$ cat src/source/fdc_pkg.sv
/*
 * fdc shared definitions
 * opcodes, status bit positions and values, command and parameter types
 */
package fdc_pkg;

	// ======================================================================
	// command opcodes, low five bits of the command byte
	// ======================================================================
	localparam logic [4:0] OPC_SPECIFY     = 5'h03;
	localparam logic [4:0] OPC_SENSE_DRIVE = 5'h04;
	localparam logic [4:0] OPC_SENSE_INT   = 5'h08;
	localparam logic [4:0] OPC_SEEK        = 5'h0F;
	localparam logic [4:0] OPC_RECAL       = 5'h07;

	// main status register bits
	localparam int MSR_RQM = 7;	// request for master
	localparam int MSR_DIO = 6;	// 1 = controller to host
	localparam int MSR_CB  = 4;	// command busy

	// status 0 values, unit select is ORed in
	localparam logic [7:0] ST0_SEEK_END = 8'h20;
	localparam logic [7:0] ST0_SEEK_ERR = 8'h70;	// abnormal end + seek end + equip check
	localparam logic [7:0] ST0_INVALID  = 8'h80;

	// status 3 bits
	localparam int ST3_RDY = 5;
	localparam int ST3_T0  = 4;
	localparam int ST3_TS  = 3;
	localparam int ST3_HD  = 2;

	// ======================================================================
	// drive geometry and result sizing
	// ======================================================================
	localparam logic [7:0] MAX_CYLINDERS    = 8'd40;
	localparam logic       TWO_SIDED        = 1'b1;
	localparam int         MAX_RESULT_BYTES = 2;

	typedef enum logic [2:0] {
		CMD_SPECIFY,
		CMD_SENSE_DRIVE,
		CMD_SENSE_INT,
		CMD_SEEK,
		CMD_RECAL,
		CMD_INVALID
	} fdc_cmd_e;

	// parameter byte, a drive/head select or a cylinder number
	typedef union packed {
		struct packed {
			logic [4:0] unused;
			logic       head;
			logic [1:0] unit;
		} sel;
		logic [7:0] cyl;
	} fdc_param_u;

endpackage
$ cat src/source/fdc_top.sv
/*
 * floppy disk controller, host side
 * decoder, executor and result port in a chain
 */
`timescale 1ns/1ps

module fdc_top (
	input  logic       clk_sys,
	input  logic       rst_n,
	input  logic       wr_en,
	input  logic       rd_en,
	input  logic       a0,
	input  logic [7:0] din,
	output logic [7:0] dout,
	input  logic       drive_ready
);
	import fdc_pkg::*;

	// decode to exec
	logic       cmd_start;
	logic       cmd_valid;
	logic       cmd_ready;
	fdc_cmd_e   cmd_code;
	fdc_param_u cmd_sel;
	fdc_param_u cmd_cyl;

	// exec to result port
	logic                                 res_valid;
	logic                                 res_ready;
	logic [$clog2(MAX_RESULT_BYTES+1)-1:0] res_count;
	logic [7:0]                           res_byte0;
	logic [7:0]                           res_byte1;
	logic                                 host_busy;

	fdc_cmd_decode u_decode (
		.clk_sys   (clk_sys),
		.rst_n     (rst_n),
		.wr_en     (wr_en),
		.a0        (a0),
		.din       (din),
		.host_busy (host_busy),
		.cmd_ready (cmd_ready),
		.cmd_start (cmd_start),
		.cmd_valid (cmd_valid),
		.cmd_code  (cmd_code),
		.cmd_sel   (cmd_sel),
		.cmd_cyl   (cmd_cyl)
	);

	fdc_cmd_exec u_exec (
		.clk_sys     (clk_sys),
		.rst_n       (rst_n),
		.cmd_valid   (cmd_valid),
		.cmd_code    (cmd_code),
		.cmd_sel     (cmd_sel),
		.cmd_cyl     (cmd_cyl),
		.drive_ready (drive_ready),
		.res_ready   (res_ready),
		.cmd_ready   (cmd_ready),
		.res_valid   (res_valid),
		.res_count   (res_count),
		.res_byte0   (res_byte0),
		.res_byte1   (res_byte1)
	);

	fdc_result_port u_result (
		.clk_sys   (clk_sys),
		.rst_n     (rst_n),
		.rd_en     (rd_en),
		.a0        (a0),
		.cmd_start (cmd_start),
		.res_valid (res_valid),
		.res_count (res_count),
		.res_byte0 (res_byte0),
		.res_byte1 (res_byte1),
		.res_ready (res_ready),
		.host_busy (host_busy),
		.dout      (dout)
	);

endmodule

$ cat src/source/fdc_result_port.sv
/*
 * fdc result port
 * main status register, result byte sequencing and host read data
 */
`timescale 1ns/1ps

module fdc_result_port (
	input  logic        clk_sys,
	input  logic        rst_n,
	input  logic        rd_en,
	input  logic        a0,
	input  logic        cmd_start,
	input  logic        res_valid,
	input  logic [$clog2(fdc_pkg::MAX_RESULT_BYTES+1)-1:0] res_count,
	input  logic [7:0]  res_byte0,
	input  logic [7:0]  res_byte1,
	output logic        res_ready,
	output logic        host_busy,
	output logic [7:0]  dout
);
	import fdc_pkg::*;

	localparam int CNT_W = $clog2(MAX_RESULT_BYTES + 1);

	logic             cb;	// command busy
	logic [CNT_W-1:0] res_left;	// result bytes not yet read
	logic [7:0]       res_q0;	// next byte for the host
	logic [7:0]       res_q1;
	logic             dio;
	logic             rqm;
	logic [7:0]       msr;
	logic             res_take;
	logic             data_rd;

	assign res_ready = (res_left == '0);
	assign res_take  = res_valid && res_ready;
	assign data_rd   = rd_en && a0;
	assign dio       = (res_left != '0);
	// command phase holds RQM low until the result or the end of the command
	assign rqm       = !(cb && !dio);
	assign host_busy = cb;

	always_comb begin
		msr = 8'h00;
		msr[MSR_RQM] = rqm;
		msr[MSR_DIO] = dio;
		msr[MSR_CB]  = cb;
	end

	// ======================================================================
	// busy flag and byte counter
	// ======================================================================
	always_ff @(posedge clk_sys) begin
		if (!rst_n) begin
			cb <= 1'b0;
			res_left <= '0;
		end else begin
			if (cmd_start)
				cb <= 1'b1;
			if (res_take) begin
				res_left <= res_count;
				if (res_count == '0)
					cb <= 1'b0;	// no result phase
			end else if (data_rd && dio) begin
				res_left <= res_left - CNT_W'(1);
				if (res_left == CNT_W'(1))
					cb <= 1'b0;	// last byte read
			end
		end
	end

	// result bytes shift toward the host, read data registered
	always_ff @(posedge clk_sys) begin
		if (res_take) begin
			res_q0 <= res_byte0;
			res_q1 <= res_byte1;
		end else if (data_rd && dio) begin
			res_q0 <= res_q1;
		end
		if (rd_en) begin
			if (!a0)
				dout <= msr;
			else
				dout <= dio ? res_q0 : 8'hFF;
		end
	end

endmodule

$ cat src/source/fdc_cmd_exec.sv
/*
 * fdc command executor
 * runs the kept commands, tracks cylinder and interrupt state
 */
`timescale 1ns/1ps

module fdc_cmd_exec (
	input  logic                 clk_sys,
	input  logic                 rst_n,
	input  logic                 cmd_valid,
	input  fdc_pkg::fdc_cmd_e    cmd_code,
	input  fdc_pkg::fdc_param_u  cmd_sel,
	input  fdc_pkg::fdc_param_u  cmd_cyl,
	input  logic                 drive_ready,
	input  logic                 res_ready,
	output logic                 cmd_ready,
	output logic                 res_valid,
	output logic [$clog2(fdc_pkg::MAX_RESULT_BYTES+1)-1:0] res_count,
	output logic [7:0]           res_byte0,
	output logic [7:0]           res_byte1
);
	import fdc_pkg::*;

	localparam int CNT_W = $clog2(MAX_RESULT_BYTES + 1);

	logic [7:0] pcn;	// present cylinder
	logic [7:0] st0;	// status 0 of the last seek or recal
	logic       int_pend;
	logic [7:0] st3;
	logic [7:0] unit_bits;
	logic       cmd_fire;

	// no new command while a result is offered or the host is still reading one
	assign cmd_ready = res_ready && !res_valid;
	assign cmd_fire  = cmd_valid && cmd_ready;
	assign unit_bits = {6'd0, cmd_sel.sel.unit};

	always_comb begin
		st3 = 8'h00;
		st3[ST3_RDY] = drive_ready;
		st3[ST3_T0]  = (pcn == 8'd0);
		st3[ST3_TS]  = TWO_SIDED;
		st3[ST3_HD]  = cmd_sel.sel.head;
		st3[1:0]     = cmd_sel.sel.unit;
	end

	// ======================================================================
	// drive state and result handshake
	// ======================================================================
	always_ff @(posedge clk_sys) begin
		if (!rst_n) begin
			res_valid <= 1'b0;
			pcn <= 8'd0;
			st0 <= 8'h00;
			int_pend <= 1'b0;
		end else begin
			if (res_valid && res_ready)
				res_valid <= 1'b0;
			if (cmd_fire) begin
				res_valid <= 1'b1;
				case (cmd_code)
					CMD_SEEK: begin
						int_pend <= 1'b1;
						if (cmd_cyl.cyl < MAX_CYLINDERS) begin
							pcn <= cmd_cyl.cyl;
							st0 <= ST0_SEEK_END | unit_bits;
						end else begin
							st0 <= ST0_SEEK_ERR | unit_bits;	// cylinder kept
						end
					end
					CMD_RECAL: begin
						int_pend <= 1'b1;
						pcn <= 8'd0;
						st0 <= ST0_SEEK_END | unit_bits;
					end
					CMD_SENSE_INT: int_pend <= 1'b0;
					default: ;
				endcase
			end
		end
	end

	// result bytes
	always_ff @(posedge clk_sys) begin
		if (cmd_fire) begin
			res_count <= CNT_W'(0);
			res_byte0 <= ST0_INVALID;
			res_byte1 <= pcn;
			case (cmd_code)
				CMD_SENSE_DRIVE: begin
					res_count <= CNT_W'(1);
					res_byte0 <= st3;
				end
				CMD_SENSE_INT: begin
					if (int_pend) begin
						res_count <= CNT_W'(2);
						res_byte0 <= st0;
					end else begin
						res_count <= CNT_W'(1);	// nothing pending, acts as invalid
					end
				end
				CMD_INVALID: res_count <= CNT_W'(1);
				default: ;
			endcase
		end
	end

endmodule

$ cat src/source/fdc_cmd_decode.sv
/*
 * fdc command decoder
 * matches the opcode byte, collects parameter bytes, offers the command
 */
`timescale 1ns/1ps

module fdc_cmd_decode (
	input  logic                 clk_sys,
	input  logic                 rst_n,
	input  logic                 wr_en,
	input  logic                 a0,
	input  logic [7:0]           din,
	input  logic                 host_busy,
	input  logic                 cmd_ready,
	output logic                 cmd_start,
	output logic                 cmd_valid,
	output fdc_pkg::fdc_cmd_e    cmd_code,
	output fdc_pkg::fdc_param_u  cmd_sel,
	output fdc_pkg::fdc_param_u  cmd_cyl
);
	import fdc_pkg::*;

	typedef enum logic [1:0] {
		ST_IDLE,
		ST_PARAM,
		ST_OFFER
	} dec_state_e;

	dec_state_e state;
	logic [1:0] param_left;	// parameter bytes still expected
	logic       got_sel;	// first parameter byte already stored
	fdc_cmd_e   opc_code;
	logic [1:0] opc_params;
	logic       param_wr;

	// opcode lookup, any flag bit set makes it invalid
	always_comb begin
		opc_code = CMD_INVALID;
		opc_params = 2'd0;
		if (din[7:5] == 3'b000) begin
			case (din[4:0])
				OPC_SPECIFY: begin
					opc_code = CMD_SPECIFY;
					opc_params = 2'd2;
				end
				OPC_SEEK: begin
					opc_code = CMD_SEEK;
					opc_params = 2'd2;
				end
				OPC_SENSE_DRIVE: begin
					opc_code = CMD_SENSE_DRIVE;
					opc_params = 2'd1;
				end
				OPC_RECAL: begin
					opc_code = CMD_RECAL;
					opc_params = 2'd1;
				end
				OPC_SENSE_INT: opc_code = CMD_SENSE_INT;
				default: ;
			endcase
		end
	end

	// busy only blocks new opcodes, parameter bytes belong to the running command
	assign cmd_start = (state == ST_IDLE) && wr_en && a0 && !host_busy;
	assign param_wr  = (state == ST_PARAM) && wr_en && a0;
	assign cmd_valid = (state == ST_OFFER);

	always_ff @(posedge clk_sys) begin
		if (!rst_n) begin
			state <= ST_IDLE;
			param_left <= 2'd0;
			got_sel <= 1'b0;
		end else begin
			case (state)
				ST_IDLE: if (cmd_start) begin
					param_left <= opc_params;
					got_sel <= 1'b0;
					state <= (opc_params == 2'd0) ? ST_OFFER : ST_PARAM;
				end
				ST_PARAM: if (param_wr) begin
					got_sel <= 1'b1;
					param_left <= param_left - 2'd1;
					if (param_left == 2'd1)
						state <= ST_OFFER;
				end
				ST_OFFER: if (cmd_ready) state <= ST_IDLE;	// handed to exec
				default: state <= ST_IDLE;
			endcase
		end
	end

	// command fields
	always_ff @(posedge clk_sys) begin
		if (cmd_start)
			cmd_code <= opc_code;
		if (param_wr) begin
			if (got_sel)
				cmd_cyl <= din;	// second byte, cylinder for SEEK
			else
				cmd_sel <= din;
		end
	end

endmodule

$ cat config.mk
export PLATFORM = sky130hd
export DESIGN_NAME = fdc_top
export DESIGN_NICKNAME = d
export VERILOG_FILES = /design/src/source/fdc_pkg.sv /design/src/source/fdc_top.sv /design/src/source/fdc_result_port.sv /design/src/source/fdc_cmd_exec.sv /design/src/source/fdc_cmd_decode.sv
export SDC_FILE = /design/constraint.sdc
export NUM_CORES = 1
export LEC_CHECK = 0
export BUFFER_PORTS_ARGS = -buffer_cell sky130_fd_sc_hd__buf_2
export CAP_MARGIN = 40
export CORE_ASPECT_RATIO = 1.2
export CORE_UTILIZATION = 45
export CTS_CLUSTER_DIAMETER = 40
export CTS_CLUSTER_SIZE = 16
export DETAILED_ROUTE_END_ITERATION = 6
export PLACE_DENSITY_LB_ADDON = 0.25
export SKIP_CTS_REPAIR_TIMING = 1
export SYNTH_ARGS = -nofsm -noshare
export SYNTH_HDL_FRONTEND = slang
export SYNTH_SLANG_ARGS = --single-unit
$ cat constraint.sdc
create_clock -name clk_sys -period 2 [get_ports clk_sys]
set_clock_uncertainty 0.1 [all_clocks]
set_input_delay 0.4 -clock clk_sys [delete_from_list [all_inputs] [get_ports clk_sys]]
set_output_delay 0.4 -clock clk_sys [all_outputs]
set_load 0.005 [all_outputs]
# --- Word level (Yosys, flattened, before mapping) ---
# Cells that the tools add are included.
word_totals:
  output_inout_bits: 8
  regBits: 82
  word_cells: 117
  inputBits: 14
classes:
  n_reduce_logical: 38
  bitwise_logic: 1
  muxes: 37
  n_eq_ne: 19
  magnitude_cmp: 1
  n_addsub: 2
ops:
  columns: ["cell", "count"]
  rows:
  - ["$mux W8", 6]
  - ["$pmux W8 S2", 3]
  - ["$mux W2", 11]
  - ["$pmux W3 S5", 1]
  - ["$pmux W2 S2", 3]
  - ["$reduce_bool A2 Y1", 6]
  - ["$logic_and A1 B1 Y1", 11]
  - ["$eq A5 B3 Y1 const B", 2]
  - ["$eq A5 B4 Y1 const B", 2]
  - ["$mux W1", 9]
  - ["$logic_not A2 Y1", 4]
  - ["$logic_not A8 Y1", 1]
  - ["$lt A8 B6 Y1 const B", 1]
  - ["$reduce_and A2 Y1", 4]
  - ["$reduce_or A2 Y1", 4]
  - ["$mux W7", 1]
  - ["$eq A2 B1 Y1 const B", 3]
  - ["$eq A3 B2 Y1 const B", 2]
  - ["$eq A3 B3 Y1 const B", 2]
  - ["$ne A2 B2 Y1 const B", 3]
  - ["$pmux W2 S3", 1]
  - ["$reduce_and A3 Y1", 2]
  - ["$eq A5 B2 Y1 const B", 1]
  - ["$logic_not A1 Y1", 4]
  - ["8 further kinds", 11]

# --- Longest topological paths before layout ---
depth:
  ltp_word: 8
  mapped_depth: 8

# --- Hierarchy ---
# Synthesis repeated with hierarchy kept, for this count alone.
unflattened:
  cells_unflattened: 241
  hier_area_um2: 3380.7
modules_own_cells:
  columns: ["mod", "seq_area_each_um2", "cells_each", "instances", "area_each_um2"]
  rows:
  - ["fdc_cmd_exec", 820.8, 97, 1, 1266.2]
  - ["fdc_result_port", 780.7, 76, 1, 1137.3]
  - ["fdc_cmd_decode", 670.6, 68, 1, 977.2]

# --- Worst setup path after synthesis ---
# No wires, ideal clock.
synth_timing:
  path_kind: "register to register"
  startpoint: "register u_result.res_left[0]"
  endpoint: "register u_result.res_left[1]"
  path_slack_ns: 0.046
  stages_incl_launch_ff: 7
  path_buffers: 1
  arrival_ns: 1.738
  period_less_slack_ns: 1.954
  setup_ns: 0.116
  cell_sequence: "dfxtp_1 -> inv_1 -> ha_1 -> clkbuf_1 -> o21ai_1 -> o211ai_1 -> o211a_1"
synth_between:
  elab_chain_cells: 3
  elab_cells_between_ends: 8
  classes_between: "1 x add/sub; 2 x mux; 5 x reduce/logical"
synth_lines:
  columns: ["item", "line_no", "rtl"]
  rows:
  - ["start: declaration", "fdc_result_port.sv:26", "logic [CNT_W-1:0] res_left;"]
  - ["start signal: assignment", "fdc_result_port.sv:61", "res_left <= res_count;"]
  - ["start signal: assignment", "fdc_result_port.sv:65", "res_left <= res_left - CNT_W'(1);"]
  - ["$sub A2 B1 Y2, or another cell as far along", "fdc_result_port.sv:65", null]
  - ["$mux W2, or another cell as far along", "fdc_result_port.sv:64", "end else if (data_rd && dio) begin"]
  - ["$mux W2 / $reduce_bool A2 Y1 (equally long branches)", null, null]
# Several ways; a longest one is shown, not always the timed one. The select of a mux whose other input is x is not followed.
# A chain may end at the register's enable or synchronous reset.

# --- Final worst setup path ---
layout_timing:
  startpoint: "register u_result.res_left[0]"
  endpoint: "register u_result.res_q0[4] (data pin)"
layout_between:
  elab_chain_cells: 3
layout_lines:
  columns: ["item", "line_no", "rtl"]
  rows:
  - ["$logic_not A2 Y1", "fdc_result_port.sv:35", "assign res_ready = (res_left == '0);"]
  - ["$logic_and A1 B1 Y1", "fdc_result_port.sv:36", "assign res_take = res_valid && res_ready;"]
  - ["$mux W8", "fdc_result_port.sv:74", "if (res_take) begin"]
  - ["end signal: assignment", "fdc_result_port.sv:75", "res_q0 <= res_byte0;"]
  - ["end signal: assignment", "fdc_result_port.sv:78", "res_q0 <= res_q1;"]
  - ["end: declaration", "fdc_result_port.sv:27", "logic [7:0] res_q0;"]
# Every way passes these cells.

==> qor.txt <==
status: complete, no violations
Power per Cell Area: 894 nW/um^2
Area contributors post-synth: edfxtp_1, dfxtp_1, nand2_1
sequential area share after synthesis: 67.1%
WHS Path Cells: 1
Core ar.: 6810 sq um
setup TNS: 0 ps
Worst Setup End Kind: register
Combinational Power Share: 6.5%
Reg2Reg Depth: 5
worst-path cell chain: inv_1 -> ha_1 -> nand2_1 -> inv_1 -> mux2_2
DRT Wirelength: 5.37 mm
VDD IR max: 0.000453 V
Crit path largest cell delay: 390 ps
P_int: 2.52 mW
Switch Pwr: 0.706 mW
Layout Utilization: 52.9%
Mapped Avg Cell Area: 12.9 sq um
pin count of the biggest net entering global routing: 26
Site Rows: 33
layout cells sized above 1: 21.3%
Final Cycle Share: 92.1%
hold wc startpoint: din[6]
Cell Area, Synth: 3160 sq um
vias: 1,920
Worst R2R Start: u_result.res_left[0]$_SDFFE_PN0P_
root buf cell: clkbuf_8
die height: 93.9 um
initial antenna violation count: 0
Seq cells post-synth: 78
Clk network pwr share: 37.2%
Starting Density: 46.4%
Synth cell types: 50
Worst Hold Path EP: u_decode.cmd_cyl[6]$_DFFE_PP_
Min Clock Period, post-route: 1840 ps
max frequency: 543 MHz
Slew Viols, Final: 0
CP max FO: 10
Yosys warning total: 0
clk sink count: 78
asr flop ratio synth: 0%
die area: 7370 sq um
sequential cell fraction of total power: 56.3%
Residual DRC: 0
GRT overflow: 0
EDFF count, synth: 56
switching share of total power: 21.9%
Cells after Synth: 245
Slowest cell on crit path: mux2_2
Top FF cell, synth: edfxtp_1
first-pass GRT wire length: 8.82 mm
area delta synth->final: 14.0%
CTS tree: yes
slew margin rel.: 67.1%
vias in the first global route: 1,872
Clock Latency Late Sink: 340 ps
RR Endpoint: u_result.res_q0[4]$_DFFE_PP_
DP HPWL: 3.91 mm
drt pass-1 iters: 4
Startpoint Class: register
Worst EP required: 1990 ps
Hold WC Path Type: primary input to register
flop-to-flop setup slack: 160 ps
RSZ-0062 raised after global routing: no
Mapped Nets: 262
IO Pins: 22
Final Hold Viols: 0
max-cap violations: 0
initial drt markers: 66
Leakage: 1.34 nW
CTS Buf Count: 9
total track usage: 16.3%
gpl congestion: 0.819
number of H-tree levels: 3
Worst path most repeated cell: inv_1
per-cell routed wire length: 14.6 um
Clk pin slew, worst setup/hold paths: 80 ps
area share of the largest cell type after synthesis: 53.1%
total power: 3.23 mW
Setup Crit Path Kind: register to register
post-DR vias/cell: 5.20
Final setup viols: 0
crit path DAT: 1830 ps
Max clock buf depth: 2
Slew @ Worst Pin: 493 ps
width of the die: 78.6 um
area leader, netlist: edfxtp_1
IO Port Bufs: 21
Post-DRT Antenna Nets: 0
diode count: 0
nets: 294
[worst max-delay path: cells and delay by family, from the launching register on]
family,cells,cell delay (ps)
DFF,1,340
muxes,1,390
buffers and inverters,2,380
adders and majority gates,1,240
and+or+nand+nor,1,140
[cells in the final DEF, fill, tap and decap left out, types with 4 or more instances in the layout]
cell type and n:
edfxtp_1 56, nand2_1 30, dfxtp_1 22, buf_2 21, nor2_1 20, clkbuf_8 11, inv_1 10, o21ai_0 10
buf_4 9, mux2_2 8, mux2i_1 8, a21oi_1 7, and3_1 5, a22o_1 4, nand3_1 4
[worst max path at each step]
stage | from | to | slack [ps] | cells after the start
6_report | u_result.res_left[0]$_SDFFE_PN0P_ | u_result.res_q0[4]$_DFFE_PP_ | 160 | 5
5_1_grt | u_result.res_left[0]$_SDFFE_PN0P_ | u_result.res_q0[2]$_DFFE_PP_ | 10 | 5
4_1_cts | u_result.res_left[0]$_SDFFE_PN0P_ | u_result.res_q0[4]$_DFFE_PP_ | 170 | 5
3_5_place_dp | din[0] | u_decode.state[1]$_SDFFE_PN0P_ | 130 | 4
3_3_place_gp | din[0] | u_decode.state[1]$_SDFFE_PN0P_ | 200 | 4
2_1_floorplan | u_result.res_left[0]$_SDFFE_PN0P_ | u_result.res_left[1]$_SDFFE_PN0P_ | 50 | 6
[state kept, by name (all words and copies together), names as in the netlist, 2 cells and up]
signal and cells:
u_exec.res_byte1 8, u_result.dout 8, u_result.res_left 2, u_decode.cmd_sel 3
u_exec.res_count 2, u_result.res_q1 8, u_exec.pcn 8, u_exec.st0 4
u_decode.cmd_code 3, u_decode.param_left 2, u_decode.cmd_cyl 8, u_decode.state 2
u_exec.res_byte0 8, u_result.res_q0 8
[layer usage]
metal	GRT usage (%)	wire (um)
met2	28.8	2780
met1	18.1	2250
met4	8.33	57
met3	3.98	284
met5	0	0
[metrics by stage]
| step | std cells | cell area (sq um) | setup slack, ps | hold slack [ps] |
|---|---|---|---|---|
| 2_1_floorplan | 245 | 3160 | 45.7 | 300 |
| 6_report | 369 | 3610 | 157 | 158 |
| 4_1_cts | 369 | 3610 | 170 | 142 |
| 3_5_place_dp | 353 | 3400 | 134 | 305 |
| 5_1_grt | 369 | 3610 | 10.8 | 144 |
| 3_3_place_gp | 353 | 3400 | 200 | 301 |
[cell usage after synthesis (all sizes together), types with 2 or more instances]
library cell / instances
o211ai: 3
or3: 2
clkbuf: 5
dfxtp: 22
o21a: 3
and3: 5
ha: 3
nor2b: 3
a21oi: 7
nor2: 20
and2: 2
buf: 4
nand3b: 3
mux2: 8
mux2i: 8
o21ai: 11
a22o: 4
a31o: 2
a21boi: 2
edfxtp: 56
nor4: 3
a211oi: 2
inv: 11
nand3: 4
nor4b: 2
o31ai: 2
or4b: 2
nand2: 30
nor3b: 2
[power by group through the flow]
stage | Sequential, mW | Combinational (mW) | Clock (mW)
final | 1.82 | 0.209 | 1.20
after detailed placement | 1.85 | 0.210 | 0
after global placement | 1.85 | 0.204 | 0
after CTS | 1.82 | 0.211 | 1.23
after floorplan | 1.85 | 0.130 | 0
after global routing | 1.82 | 0.234 | 1.30
[kinds of logic (layout without fill, tap and decap cells)]
group                    count (synthesis)  count (layout)  share of synthesized area, %
multiplexers                            16              16                          5.38
AO/OA/AOI/OAI                           43              43                          9.21
flip-flops                              78              78                          67.1
adder cells (fa/ha/maj)                  3               3                          1.19
buffers and inverters                   20              57                          2.77
AND/OR/NAND/NOR                         83              83                          13.8
XOR/XNOR                                 2               2                         0.554
[final cells by class]
type	instances	area, sq um
clock buffers	11	151
clock inverters	5	56.3
fillers	582	3210
inverters	11	41.3
multi-input cells	147	955
flip-flops and latches	78	2120
well taps	87	109
repair buffers	30	173
(Power assumes the default switching activity.)
